<file path="config.mk">
export PLATFORM = sky130hd
export DESIGN_NAME = scan_address_counter
export DESIGN_NICKNAME = d
export VERILOG_FILES = /design/src/logic/node_record_pkg.sv /design/src/logic/scan_address_counter.sv
export SDC_FILE = /design/constraint.sdc
export NUM_CORES = 1
export LEC_CHECK = 0
export CORE_AREA = 4 4 41 43
export CTS_CLUSTER_DIAMETER = 80
export CTS_CLUSTER_SIZE = 14
export DETAILED_ROUTE_END_ITERATION = 7
export DIE_AREA = 0 0 45 47
export DONT_BUFFER_PORTS = 1
export REMOVE_ABC_BUFFERS = 1
export SLEW_MARGIN = 20
export SYNTH_ARGS = -nofsm -noshare
export SYNTH_HDL_FRONTEND = slang
export SYNTH_SLANG_ARGS = --single-unit
</file>
<file path="constraint.sdc">
create_clock -name clk -period 2.26 [get_ports clk]
set_input_delay 0.339 -clock clk [delete_from_list [all_inputs] [get_ports clk]]
set_output_delay 0.339 -clock clk [all_outputs]
set_load 0.03 [all_outputs]
</file>
<file path="src/logic/node_record_pkg.sv">
package node_record_pkg;

	// ========================================
	// Record geometry
	// ========================================

	localparam int FIELD_WIDTH = 16;                          // Bits in one field.
	localparam int FIELD_COUNT = 17;                          // Fields in one record.
	localparam int RECORD_WIDTH = FIELD_WIDTH * FIELD_COUNT; // 272 bits per record.

	typedef logic [FIELD_WIDTH-1:0] field_t;    // Raw field.
	typedef logic [FIELD_WIDTH-1:0] node_id_t;  // Node identifier.
	typedef logic [FIELD_WIDTH-1:0] cost_t;     // Path cost or edge distance.
	typedef logic [FIELD_WIDTH-1:0] coord_t;    // Grid x or y.

	typedef logic [RECORD_WIDTH-1:0] node_record_t; // Whole node, field 0 on top.
	typedef logic [6:0] node_addr_t;                // Table address, up to 128 entries.

	// ========================================
	// Field positions
	// ========================================

	// Counted from the top of the record downwards.
	localparam int FIELD_X = 0;
	localparam int FIELD_Y = 1;
	localparam int FIELD_ID = 2;
	localparam int FIELD_PARENT = 3;
	localparam int FIELD_COST = 4;
	localparam int FIELD_CHILD_BASE = 5; // Child id of slot 0, its distance follows.

	// Any field by index.
	function automatic field_t record_field(input node_record_t rec, input int index);
		return rec[(RECORD_WIDTH - 1 - FIELD_WIDTH * index) -: FIELD_WIDTH];
	endfunction

	// Id of the node itself.
	function automatic node_id_t record_node_id(input node_record_t rec);
		return node_id_t'(record_field(rec, FIELD_ID));
	endfunction

	// Child id held in slot 0 to 5.
	function automatic node_id_t record_child_id(input node_record_t rec, input int slot);
		return node_id_t'(record_field(rec, FIELD_CHILD_BASE + 2 * slot));
	endfunction

endpackage
</file>
<file path="src/logic/scan_address_counter.sv">
module scan_address_counter #(
	parameter int MAX_NODES = 100
) (
	input logic clk,
	input logic reset,
	input logic clear_address,
	input logic step_address,
	output node_record_pkg::node_addr_t read_address,
	output logic last_entry
);

	import node_record_pkg::*;

	// Final entry of the scan.
	localparam node_addr_t LAST_ADDRESS = node_addr_t'(MAX_NODES - 1);

	// ========================================
	// Scan pointer
	// ========================================

	always_ff @(posedge clk) begin
		if (reset) begin
			read_address <= '0;
		end else if (clear_address) begin
			read_address <= '0; // Restart at entry 0 for each scan.
		end else if (step_address) begin
			read_address <= read_address + 1'b1; // Next entry.
		end
	end

	assign last_entry = (read_address == LAST_ADDRESS); // Scan has reached the end.

	// The FSM must leave the scan at the last entry, never step past it.
	no_step_past_end: assert property (
		@(posedge clk) disable iff (reset) step_address |-> !last_entry
	) else $error("scan stepped past the last table entry");

endmodule

</file>
[Word level (Yosys, flattened, before mapping)]
Cells that the tools add are included.
Storage, ports and cells
  register bits after elaboration: 7
  bits in latches: 0
  memory bits (writable): 0
  bits in read-only memories: 0
  input port bits: 4
  output and inout port bits: 8
  memories kept: 0
Cells by class
  add/subtract/negate cells: 1
  $mul: 0
  divide/modulo/power cells: 0
  $lt $le $gt $ge: 0
  eq/ne operators: 1
  shifts and indexed selects: 0
  mux-type cells: 0
  bitwise operators: 0
  reductions and logical operators: 1
Operator list (count)
  $add A7 B1 Y7 const B: 1
  $eq A7 B7 Y1 const B: 1
  $reduce_or A2 Y1: 1

[Longest topological paths before layout]
  word-level depth: 1
  gate-level depth with buffers: 4
  gate-level depth less buffers: 4

[Least setup slack after synthesis]
OpenSTA, ideal clock, no wires.
  path type: register to output
  start: register read_address[0]
  end: output last_entry
  arrival time: 1660 ps
  required time: 1921 ps
  slack: 261 ps
  cell stages (with the launch flop): 4
  buffers on the path: 0
  path through: dfxtp_1 > ha_1 > nand4bb_1 > nor3b_1
Between the ends
  longest elaborated chain between the ends: 1
RTL lines
  start: declaration: line scan_address_counter.sv:8  | output node_record_pkg::node_addr_t read_address,
  start signal: assignment: line scan_address_counter.sv:27  | read_address <= read_address + 1'b1;
  $eq A7 B7 Y1: line scan_address_counter.sv:31  | assign last_entry = (read_address == LAST_ADDRESS);
  end: declaration: line scan_address_counter.sv:9  | output logic last_entry
Every way passes these cells.

[Final worst setup path]
Same ends and word-level chain as after synthesis.

==> impl_metrics.yaml <==
run_status:
  status: "finished, final reports clean"
grt:
  grt_pass1_vias: 247
  overflow: 0
  grt_pass1_wl_um: 1100
  grt_max_degree: 8
  track_usage_pct: 7.92
  antenna_found_initial: 0
timing:
  finalCritPeriodShare_pct: 79.7
  hold_violations: 0
  fin_skew_ns: 0.00640
  tightest_slew_ns: 0.489
  timing.fmax_ghz: 0.555
  setup_tns_ns: 0
  fin_crit_ns: 1.80
  rsz0062_at_grt: "no"
  max-slew-margin-rel_pct: 67.4
  drv_slew: 0
  setup_viol: 0
layout:
  fin_nets: 48
  fin_area_um2: 390
  top_regs: "read_address (7)"
  diodes: 0
  finalNonFillerCells: 56
  syn_to_final_growth_pct: 16.9
  drive_gt1_share_pct: 17.1
  largest_register_ffs: 7
  regMostFlops: "read_address"
placement:
  hpwl_um: 508
  dpl_cell_area_um2: 364
  portBuffers: 0
  place_inst: 52
  gp_congestion: 0.726
pwr:
  pwr-share-comb_pct: 4.9
  p_per_area_nw_per_um2: 655
  sequentialPowerShare_pct: 48.9
  switching_share_pct: 22.9
  p_int_uw: 197
  p_total_uw: 256
  switchingPower_uw: 58.6
  vdd_ir_drop_max_mv: 0.266
  leakagePower_uw: 0.000150
  pwr-share-clk_pct: 46.1
synthesis:
  ys_types: 17
  synth_area_um2: 334
  synthTopCellsByCount: "dfxtp_1, nor2_1, nand2_1, xor2_1"
  syn_area_per_cell_um2: 9.28
  synth_top_cell_area_share_pct: 41.9
  synth_ff_type: "dfxtp_1"
  ys_ff_latch: 7
  ys_top_cells_by_area: "dfxtp_1, xor2_1, ha_1, nor2_1, nand4_1"
  yosys_warnings: 0
  seq_area_frac_synth_pct: 41.9
  synth_most_common_cell: "dfxtp_1"
  synth_cells: 36
  synth_edf_count: 0
  async_flop_share_pct: 0
  yosys.area.top_type: "dfxtp_1"
cts:
  postCtsSetupRepairBufs: 0
  cts_buffer_depth: 2
  postCtsHoldBufs: 0
  clock_latency_ns: 0.26
  ctsResizeCount: 0
  cts_buffers: 3
  cts_tree: "done"
  cts.htree.levels: 1
  clk_pin_slew_worst_paths_ns: 0.06
  clkSinkCount: 7
  cts_root_buffer: "clkbuf_4"
worst_setup_path:
  criticalPathCategory: "register to output pin"
  slowest_stage: "dfxtp_1"
  cp_cell_sequence: "buf_4, ha_1, nand4bb_1, nor3b_1, buf_4"
  crit_arrival_ns: 1.46
  cp_common_cell: "buf_4"
  cp_max_fo: 6
  reg2reg_depth: 3
  startpoint_type: "register"
  required_ns: 1.92
  worst_setup_path_end_kind: "output pin"
  cp_slowest_stage_delay_ns: 0.30
detailed_routing:
  ant_nets: 0
  routedWlPerCell_um: 12.1
  drc: 0
  via_count: 270
  wirelength_um: 675
  via_per_inst: 4.82
  first_pass_iters: 4
  initialDrtViolationCount: 9
job:
  max_cap_violations: 0
worst_hold_path:
  holdPathStages: 2
  hold_path_class: "primary input to register"
floorplanning:
  io_pins: 12
  die_height_um: 47
  die_w_um: 45
  die_area_um2: 2120
  initial_core_util_pct: 25.7
  rows: 13
  core_um2: 1300
-- power groups by stage --
stage               clock (uW)  sequential (uW)  combinational, uW
CTS                        122              125               12.8
finish                     118              125               12.6
floorplan                    0              132               5.19
detailed placement           0              128               12.8
global placement             0              128               12.3
global route               132              125               14.0
-- placed cells by master (no fill, tap or decap), types with 2 or more instances in the layout --
| cell | count |
|---|---|
| a21oi_1 | 2 |
| buf_4 | 3 |
| clkbuf_4 | 3 |
| dfxtp_1 | 7 |
| ha_1 | 2 |
| nand2_1 | 3 |
| nand4_1 | 2 |
| nor2_1 | 5 |
| o21ai_1 | 2 |
| or3_1 | 2 |
| xor2_1 | 3 |
-- per-layer routing --
layer  up-vias  global-route usage [%]  wire (um)  part of all wire (%)
li1        135                       -          -                     -
met4         0                    1.75          0                     0
met2        17                    9.32        247                    37
met5         -                       0          0                     0
met3         0                    8.05         88                    13
met1       118                    9.86        338                    50
-- logic make-up after synthesis --
kind of cell / after synthesis / share of synthesized area, %
buf+inv: 2 / 3.37
xor+xnor: 4 / 10.5
compound gates: 4 / 5.99
simple gates: 16 / 27.7
fa+ha+maj: 2 / 7.49
mux: 1 / 3.00
flops: 7 / 41.9
-- critical path: cells and delay by family (launching register included) --
| family | cells | cell delay [ns] |
|---|---|---|
| buf+inv | 2 | 0.39 |
| simple gates | 2 | 0.33 |
| flops | 1 | 0.30 |
| fa+ha+maj | 1 | 0.19 |
-- area by class of cell --
type | count | area [um2]
fillers | 138 | 911
well taps | 15 | 18.8
clock buffers | 4 | 26.3
flip-flops and latches | 7 | 140
multi-input cells | 27 | 183
repair buffers | 3 | 22.5
-- metrics by stage --
step	util (%)	hold WS [ns]	worst slack [ns]
final	30.0	0.233	0.459
after global routing	30.0	0.248	0.326
after CTS	30.0	0.228	0.435
after detailed placement	28.0	0.499	0.732
after global placement	28.0	0.493	0.745
after floorplan	-	0.487	0.261
-- final timing paths --
kind | startpoint | to | slack [ns]
worst max-delay path | read_address[0] | last_entry | 0.46
worst min-delay path | step_address | read_address[0] | 0.23
worst max register to register | read_address[2] | read_address[6] | 0.84
worst min register to register | read_address[6] | read_address[6] | 0.66
No activity file was read; power rests on OpenSTA's default activity.
