[config.mk]
export PLATFORM = sky130hd
export DESIGN_NAME = node_search_fsm
export DESIGN_NICKNAME = d
export VERILOG_FILES = /design/src/logic/node_record_pkg.sv /design/src/logic/node_search_pkg.sv /design/src/logic/node_search_fsm.sv
export SDC_FILE = /design/constraint.sdc
export NUM_CORES = 1
export LEC_CHECK = 0
export BUFFER_PORTS_ARGS = -buffer_cell sky130_fd_sc_hd__clkbuf_2
export CORE_AREA = 2 2 39 41
export CTS_CLUSTER_DIAMETER = 120
export DETAILED_ROUTE_END_ITERATION = 7
export DIE_AREA = 0 0 41 43
export HOLD_SLACK_MARGIN = 0.08
export MAX_ROUTING_LAYER = met4
export SLEW_MARGIN = 20
export SYNTH_ARGS = -nofsm -noshare
export SYNTH_HDL_FRONTEND = slang
export SYNTH_SLANG_ARGS = --single-unit
[constraint.sdc]
create_clock -name clk -period 2.1 [get_ports clk]
set_clock_uncertainty 0.2 [all_clocks]
set_input_delay 0.63 -clock clk [delete_from_list [all_inputs] [get_ports clk]]
set_output_delay 0.63 -clock clk [all_outputs]
set_load 0.005 [all_outputs]
[src/logic/node_record_pkg.sv]
package node_record_pkg;

	// ========================================
	// Record geometry
	// ========================================

	localparam int FIELD_WIDTH = 16;                          // Bits in one field.
	localparam int FIELD_COUNT = 17;                          // Fields in one record.
	localparam int RECORD_WIDTH = FIELD_WIDTH * FIELD_COUNT; // 272 bits per record.

	typedef logic [FIELD_WIDTH-1:0] field_t;    // Raw field.
	typedef logic [FIELD_WIDTH-1:0] node_id_t;  // Node identifier.
	typedef logic [FIELD_WIDTH-1:0] cost_t;     // Path cost or edge distance.
	typedef logic [FIELD_WIDTH-1:0] coord_t;    // Grid x or y.

	typedef logic [RECORD_WIDTH-1:0] node_record_t; // Whole node, field 0 on top.
	typedef logic [6:0] node_addr_t;                // Table address, up to 128 entries.

	// ========================================
	// Field positions
	// ========================================

	// Counted from the top of the record downwards.
	localparam int FIELD_X = 0;
	localparam int FIELD_Y = 1;
	localparam int FIELD_ID = 2;
	localparam int FIELD_PARENT = 3;
	localparam int FIELD_COST = 4;
	localparam int FIELD_CHILD_BASE = 5; // Child id of slot 0, its distance follows.

	// Any field by index.
	function automatic field_t record_field(input node_record_t rec, input int index);
		return rec[(RECORD_WIDTH - 1 - FIELD_WIDTH * index) -: FIELD_WIDTH];
	endfunction

	// Id of the node itself.
	function automatic node_id_t record_node_id(input node_record_t rec);
		return node_id_t'(record_field(rec, FIELD_ID));
	endfunction

	// Child id held in slot 0 to 5.
	function automatic node_id_t record_child_id(input node_record_t rec, input int slot);
		return node_id_t'(record_field(rec, FIELD_CHILD_BASE + 2 * slot));
	endfunction

endpackage
[src/logic/node_search_pkg.sv]
package node_search_pkg;

	// ========================================
	// Child slots and sentinel
	// ========================================

	localparam int CHILD_SLOTS = 6;   // Children per node.
	typedef logic [2:0] child_count_t; // Counts 0 to 6.

	// Marks a removed or missing node.
	localparam node_record_pkg::node_id_t REMOVED_NODE_ID = 16'd800;

	// x and y zero, id, parent and cost at the sentinel, child pairs all zero.
	localparam node_record_pkg::node_record_t REMOVED_NODE = {
		32'd0,
		REMOVED_NODE_ID,
		REMOVED_NODE_ID,
		REMOVED_NODE_ID,
		192'd0
	};

	// Search sequence, three cycles per table entry.
	typedef enum logic [3:0] {
		IDLE              = 4'd0,
		FIND_NODE         = 4'd1,
		WAIT_READ_NODE    = 4'd2,
		READ_NODE         = 4'd3,
		SET_NODE_ADDRESS  = 4'd4,
		FIND_CHILDREN     = 4'd5,
		WAIT_READ_CHILD   = 4'd6,
		READ_CHILD        = 4'd7,
		SET_CHILD_ADDRESS = 4'd8,
		DONE              = 4'd9
	} search_state_t;

endpackage

[src/logic/node_search_fsm.sv]
module node_search_fsm (
	input logic clk,
	input logic reset,
	input logic find_node,
	input logic target_hit,
	input logic children_full,
	input logic last_entry,
	output logic start_search,
	output logic clear_address,
	output logic step_address,
	output logic load_node,
	output logic check_child,
	output logic done
);

	import node_search_pkg::*;

	search_state_t state;
	search_state_t next_state;

	// ========================================
	// State register
	// ========================================

	always_ff @(posedge clk) begin
		if (reset) begin
			state <= IDLE;
		end else begin
			state <= next_state;
		end
	end

	// ========================================
	// Next state
	// ========================================

	always_comb begin
		next_state = state; // Hold by default.
		case (state)
			IDLE: begin
				if (find_node) begin
					next_state = FIND_NODE; // Request only seen here.
				end
			end
			FIND_NODE:        next_state = WAIT_READ_NODE;
			WAIT_READ_NODE:   next_state = READ_NODE; // RAM read in flight.
			READ_NODE: begin
				// Stop on a hit, or give up at the end of the table.
				if (target_hit || last_entry) begin
					next_state = FIND_CHILDREN;
				end else begin
					next_state = SET_NODE_ADDRESS;
				end
			end
			SET_NODE_ADDRESS: next_state = WAIT_READ_NODE;
			FIND_CHILDREN:    next_state = WAIT_READ_CHILD;
			WAIT_READ_CHILD:  next_state = READ_CHILD;
			READ_CHILD: begin
				// Early exit once all six slots are held.
				if (children_full || last_entry) begin
					next_state = DONE;
				end else begin
					next_state = SET_CHILD_ADDRESS;
				end
			end
			SET_CHILD_ADDRESS: next_state = WAIT_READ_CHILD;
			DONE:              next_state = IDLE;
			default:           next_state = IDLE;
		endcase
	end

	// ========================================
	// Strobes
	// ========================================

	assign start_search = (state == IDLE) && find_node; // Accepted request.
	assign clear_address = (state == FIND_NODE) || (state == FIND_CHILDREN);
	assign step_address = (state == SET_NODE_ADDRESS) || (state == SET_CHILD_ADDRESS);
	assign load_node = (state == READ_NODE) && target_hit;       // Capture the match.
	assign check_child = (state == READ_CHILD) && !children_full; // Slots still open.

	// Completion pulse, one cycle after DONE.
	always_ff @(posedge clk) begin
		if (reset) begin
			done <= 1'b0;
		end else begin
			done <= (state == DONE);
		end
	end

	// Each search reports completion exactly once.
	done_single_pulse: assert property (
		@(posedge clk) disable iff (reset) done |=> !done
	) else $error("done held for more than one cycle");

endmodule

Word-level counts from Yosys, hierarchy flattened:

Cells that the tools add are included.

* mux-type cells: 4
* reductions and logical operators: 11
* equal/unequal tests: 10

Operator list (number)
* $pmux 4 s7: 1
* $eq 4x3->1 const B: 4
* $eq 4x2->1 const B: 2
* $eq 4x4->1 const B: 2
* $eq 4x1->1 const B: 1
* $logic_not 4->1: 1
* $logic_or 1x1->1: 4
* $mux 4: 1
* $reduce_or 2->1: 2
* $logic_and 1x1->1: 3
* $mux 1: 2
* $ne 2x2->1 const B: 1
* $logic_not 1->1: 1

* word-level logic and storage cells: 27
* input bits: 6
* flip-flop bits (word level): 5
* output and inout bits: 6

Longest topological paths before layout:

* word-level depth: 3
* mapped depth: 4
* gate-level depth less buffers: 3

Worst setup path after synthesis:

No wires, ideal clock.

* path kind: input to output
* start: input children_full
* end: output check_child
* slack: 0.436 ns
* buffers on the path: 0
* arrival time: 0.834 ns
* stages on the path: 1
* required time: 1.270 ns
* path through: nor3_1

* longest elaborated chain between the ends: 2

Ends and longest elaborated chain
* from (decl): line node_search_fsm.sv:6 `input logic children_full,`
* $logic_not 1->1: line node_search_fsm.sv:80 `assign check_child = (state == READ_CHILD) && !children_full;`
* $logic_and 1x1->1: line node_search_fsm.sv:80
* to (decl): line node_search_fsm.sv:12 `output logic check_child,`

No other way between the ends.

Worst setup path after layout:

* start: register state[3]
* end: output clear_address

* longest elaborated chain between the ends: 2
* elaborated cells between the ends (all ways): 3
* those cells by class: 2 x eq/ne; 1 x reduce/logical

Ends and longest elaborated chain
* from (decl): line node_search_fsm.sv:18 `search_state_t state;`
* from (signal assigned): line node_search_fsm.sv:29 `state <= next_state;`
* $eq 4x1->1 or $eq 4x3->1 (tied branches): line node_search_fsm.sv:77 `assign clear_address = (state == FIND_NODE) || (state == FIND_CHILDREN);`
* $logic_or 1x1->1 (*): line node_search_fsm.sv:77
* to (decl): line node_search_fsm.sv:9 `output logic clear_address,`

Every way passes the cells marked *; elsewhere a longest branch is shown, timed or not.

==> metrics.cfg <==
[status]
status=finished, final reports clean

[pwr]
max-vdd-ir-drop_v=0.0003713
p_int_uw=210.1
switching_share_pct=29.47
p_comb_share_pct=20.1
p_per_area_nw_per_um2=810.0
power.leakage_uw=0.0001538
p_sw_uw=87.81
clkPwrFrac_pct=38.4
p_seq_share_pct=41.5
power_uw=298.0

[synth]
syn_nets=39
synth-seq-area-share_pct=35.56
synthTopCellsByArea=dfxtp_1 (36%), nor3_1 (7.1%), xnor2_1 (6.2%)
synthCells=33
synth_warnings=0
synth_area_um2=281.5
ys_types=21
synth-seq-cells=5
yosysTopAreaCell=dfxtp_1
post-synth-top-area-fraction_pct=35.56
synth_area_per_cell_um2=8.531

[cts]
clock_sink_count=5
numCtsBuffers=3
ctsLongestPathBuffers=2
post_cts_buffers=0
cts_root_buf=clkbuf_4
cts.htree.levels=1
insertion_delay_ps=250
path_clk_slew_ps=40
cts_tree=done

[drt]
drt-wirelength-per-cell_um=10.31
drc=0
drt_iter0_markers=3
num_vias=287
postRouteAntennaNets=0
drt-total-wl_um=639
dr.pass1.iters=4
vias_per_cell=4.629

[die]
io_pins=12
die_w_um=41
coreArea_um2=1384
start_util_pct=20.34
die_h_um=43
dieArea_um2=1763
std_cell_rows=14

[layout]
nFillCells=159
syn2layout_area_growth_pct=30.67
multi_input_area_um2=158.9
seq_area_um2=103.9
fin_nets=53
drive_above_1_share_pct=43.48
final_cell_count_no_fill=62
diodes=0
final_common_cell=clkbuf_2
most-common-layout-cells=clkbuf_2 (11), nor3_1 (4), nor2_1 (3), clkbuf_4 (3), dfxtp_2 (3)

[worst_setup_path]
worstSetupPathType=reg -> out
ff2ff_path_depth=3
end_kind=primary output
crit_required_ps=1270
cp-startpoint=state[3]
crit_fanout=7
rrSetupSlack_ps=770
r2r-start=state[2]
cp.arrival_ps=1190
setup.worst_path.start_class=register
r2r-end=state[0]
crit_end=clear_address

[sta]
setup_tns_ps=0
finalMaxSlewViolations=0
fin_crit_sh_pct=96.16
rsz0062_at_grt=no
timing.final.crit_period_ps=2019
hold_ws_ps=302.5
slew_headroom_pct=79.94
hold_viol_final=0
fmax_ghz=0.4952
worst_pin_slew_ps=300.5
setup_viol=0

[placed_design]
place.port_buffers=11
dpl.cell_count=58
dp_hpwl_um=478
place_congestion=0.7187

[flow_run]
max-cap-violations=0

[global_routing]
antenna_found_initial=0
grt_first_pass_wirelength_mm=1.152
grt_max_degree=10
grt_pass1_vias=258
grt-ovfl-total=0
grt_util_all_layers_pct=10.60

[hold_path]
min_path_type=reg -> reg
hold_start=state[3]

## Yosys cell counts
master	instances
a211o_1	1
a21oi_1	2
a21oi_2	1
a31oi_1	1
and3_1	1
and4b_1	1
buf_4	1
buf_6	1
dfxtp_1	5
inv_1	1
mux2_2	1
nand2_1	2
nand2b_2	1
nand3b_1	1
nor2_1	3
nor3_1	4
nor3b_1	1
nor4_1	1
o21ai_0	1
or2_1	1
xnor2_1	2
## power by group through the flow
| stage | registers (uW) | clock network [uW] | logic, uW |
|---|---|---|---|
| global route | 126 | 130 | 69.8 |
| detailed placement | 124 | 0 | 60.5 |
| finish | 124 | 115 | 59.8 |
| floorplan | 111 | 0 | 58.6 |
| CTS | 122 | 121 | 60.7 |
| global placement | 124 | 0 | 59.5 |
## logic make-up after synthesis
kind of cell | Yosys count | synth area share [%]
AND/OR/NAND/NOR | 16 | 32.45
XOR/XNOR | 2 | 6.223
buffers and inverters | 3 | 7.999
flip-flops | 5 | 35.56
AO/OA/AOI/OAI | 6 | 13.78
multiplexers | 1 | 4.000
## flip-flops by register name (all words and copies together), names as in the netlist
register  flops
done          1
state         4
## worst min path at each step
stage / slack (ps) / cells after the start / to
after floorplan: 310 / 1 / state[0]
after global placement: 370 / 1 / state[0]
after detailed placement: 380 / 1 / state[0]
after CTS: 380 / 1 / state[0]
after global routing: 330 / 1 / state[0]
final: 300 / 1 / state[0]
## layer usage
layer  vias to the layer above  GRT usage (%)  part of all wire (%)
li1                        143              -                     -
met1                       135          11.25                    39
met2                         9          14.69                    51
met3                         0          9.424                   9.5
met4                         0          2.000                     0
met5                         -              -                     0
## what timing repair did
action,CTS,global route
endpoints found under the setup margin,0,4
resized for setup,0,3
hold buffers,0,0
## cell type report
class / instances / area share (%)
multi-input combinational: 25 / 43.20
sequential: 5 / 28.23
timing repair buffer: 11 / 14.97
clock buffer: 4 / 7.143
tap: 16 / 5.442
inverter: 1 / 1.020
## worst max-delay path: stages (launching register included)
cell,delay [ps]
dfxtp_2,350
nand2b_2,210
or2_1,230
inv_1,60
clkbuf_2,100
## per-stage QoR
| stage | worst slack [ps] | area, um2 | util, % |
|---|---|---|---|
| after floorplan | 436.2 | 281.5 | - |
| after global placement | 221.5 | 337.8 | 24.41 |
| after detailed placement | 221.8 | 337.8 | 24.41 |
| after CTS | 26.18 | 364.1 | 26.31 |
| after global routing | 0.4132 | 367.9 | 26.58 |
| final | 80.64 | 367.9 | 26.58 |
No activity file was read; power rests on OpenSTA's default activity.
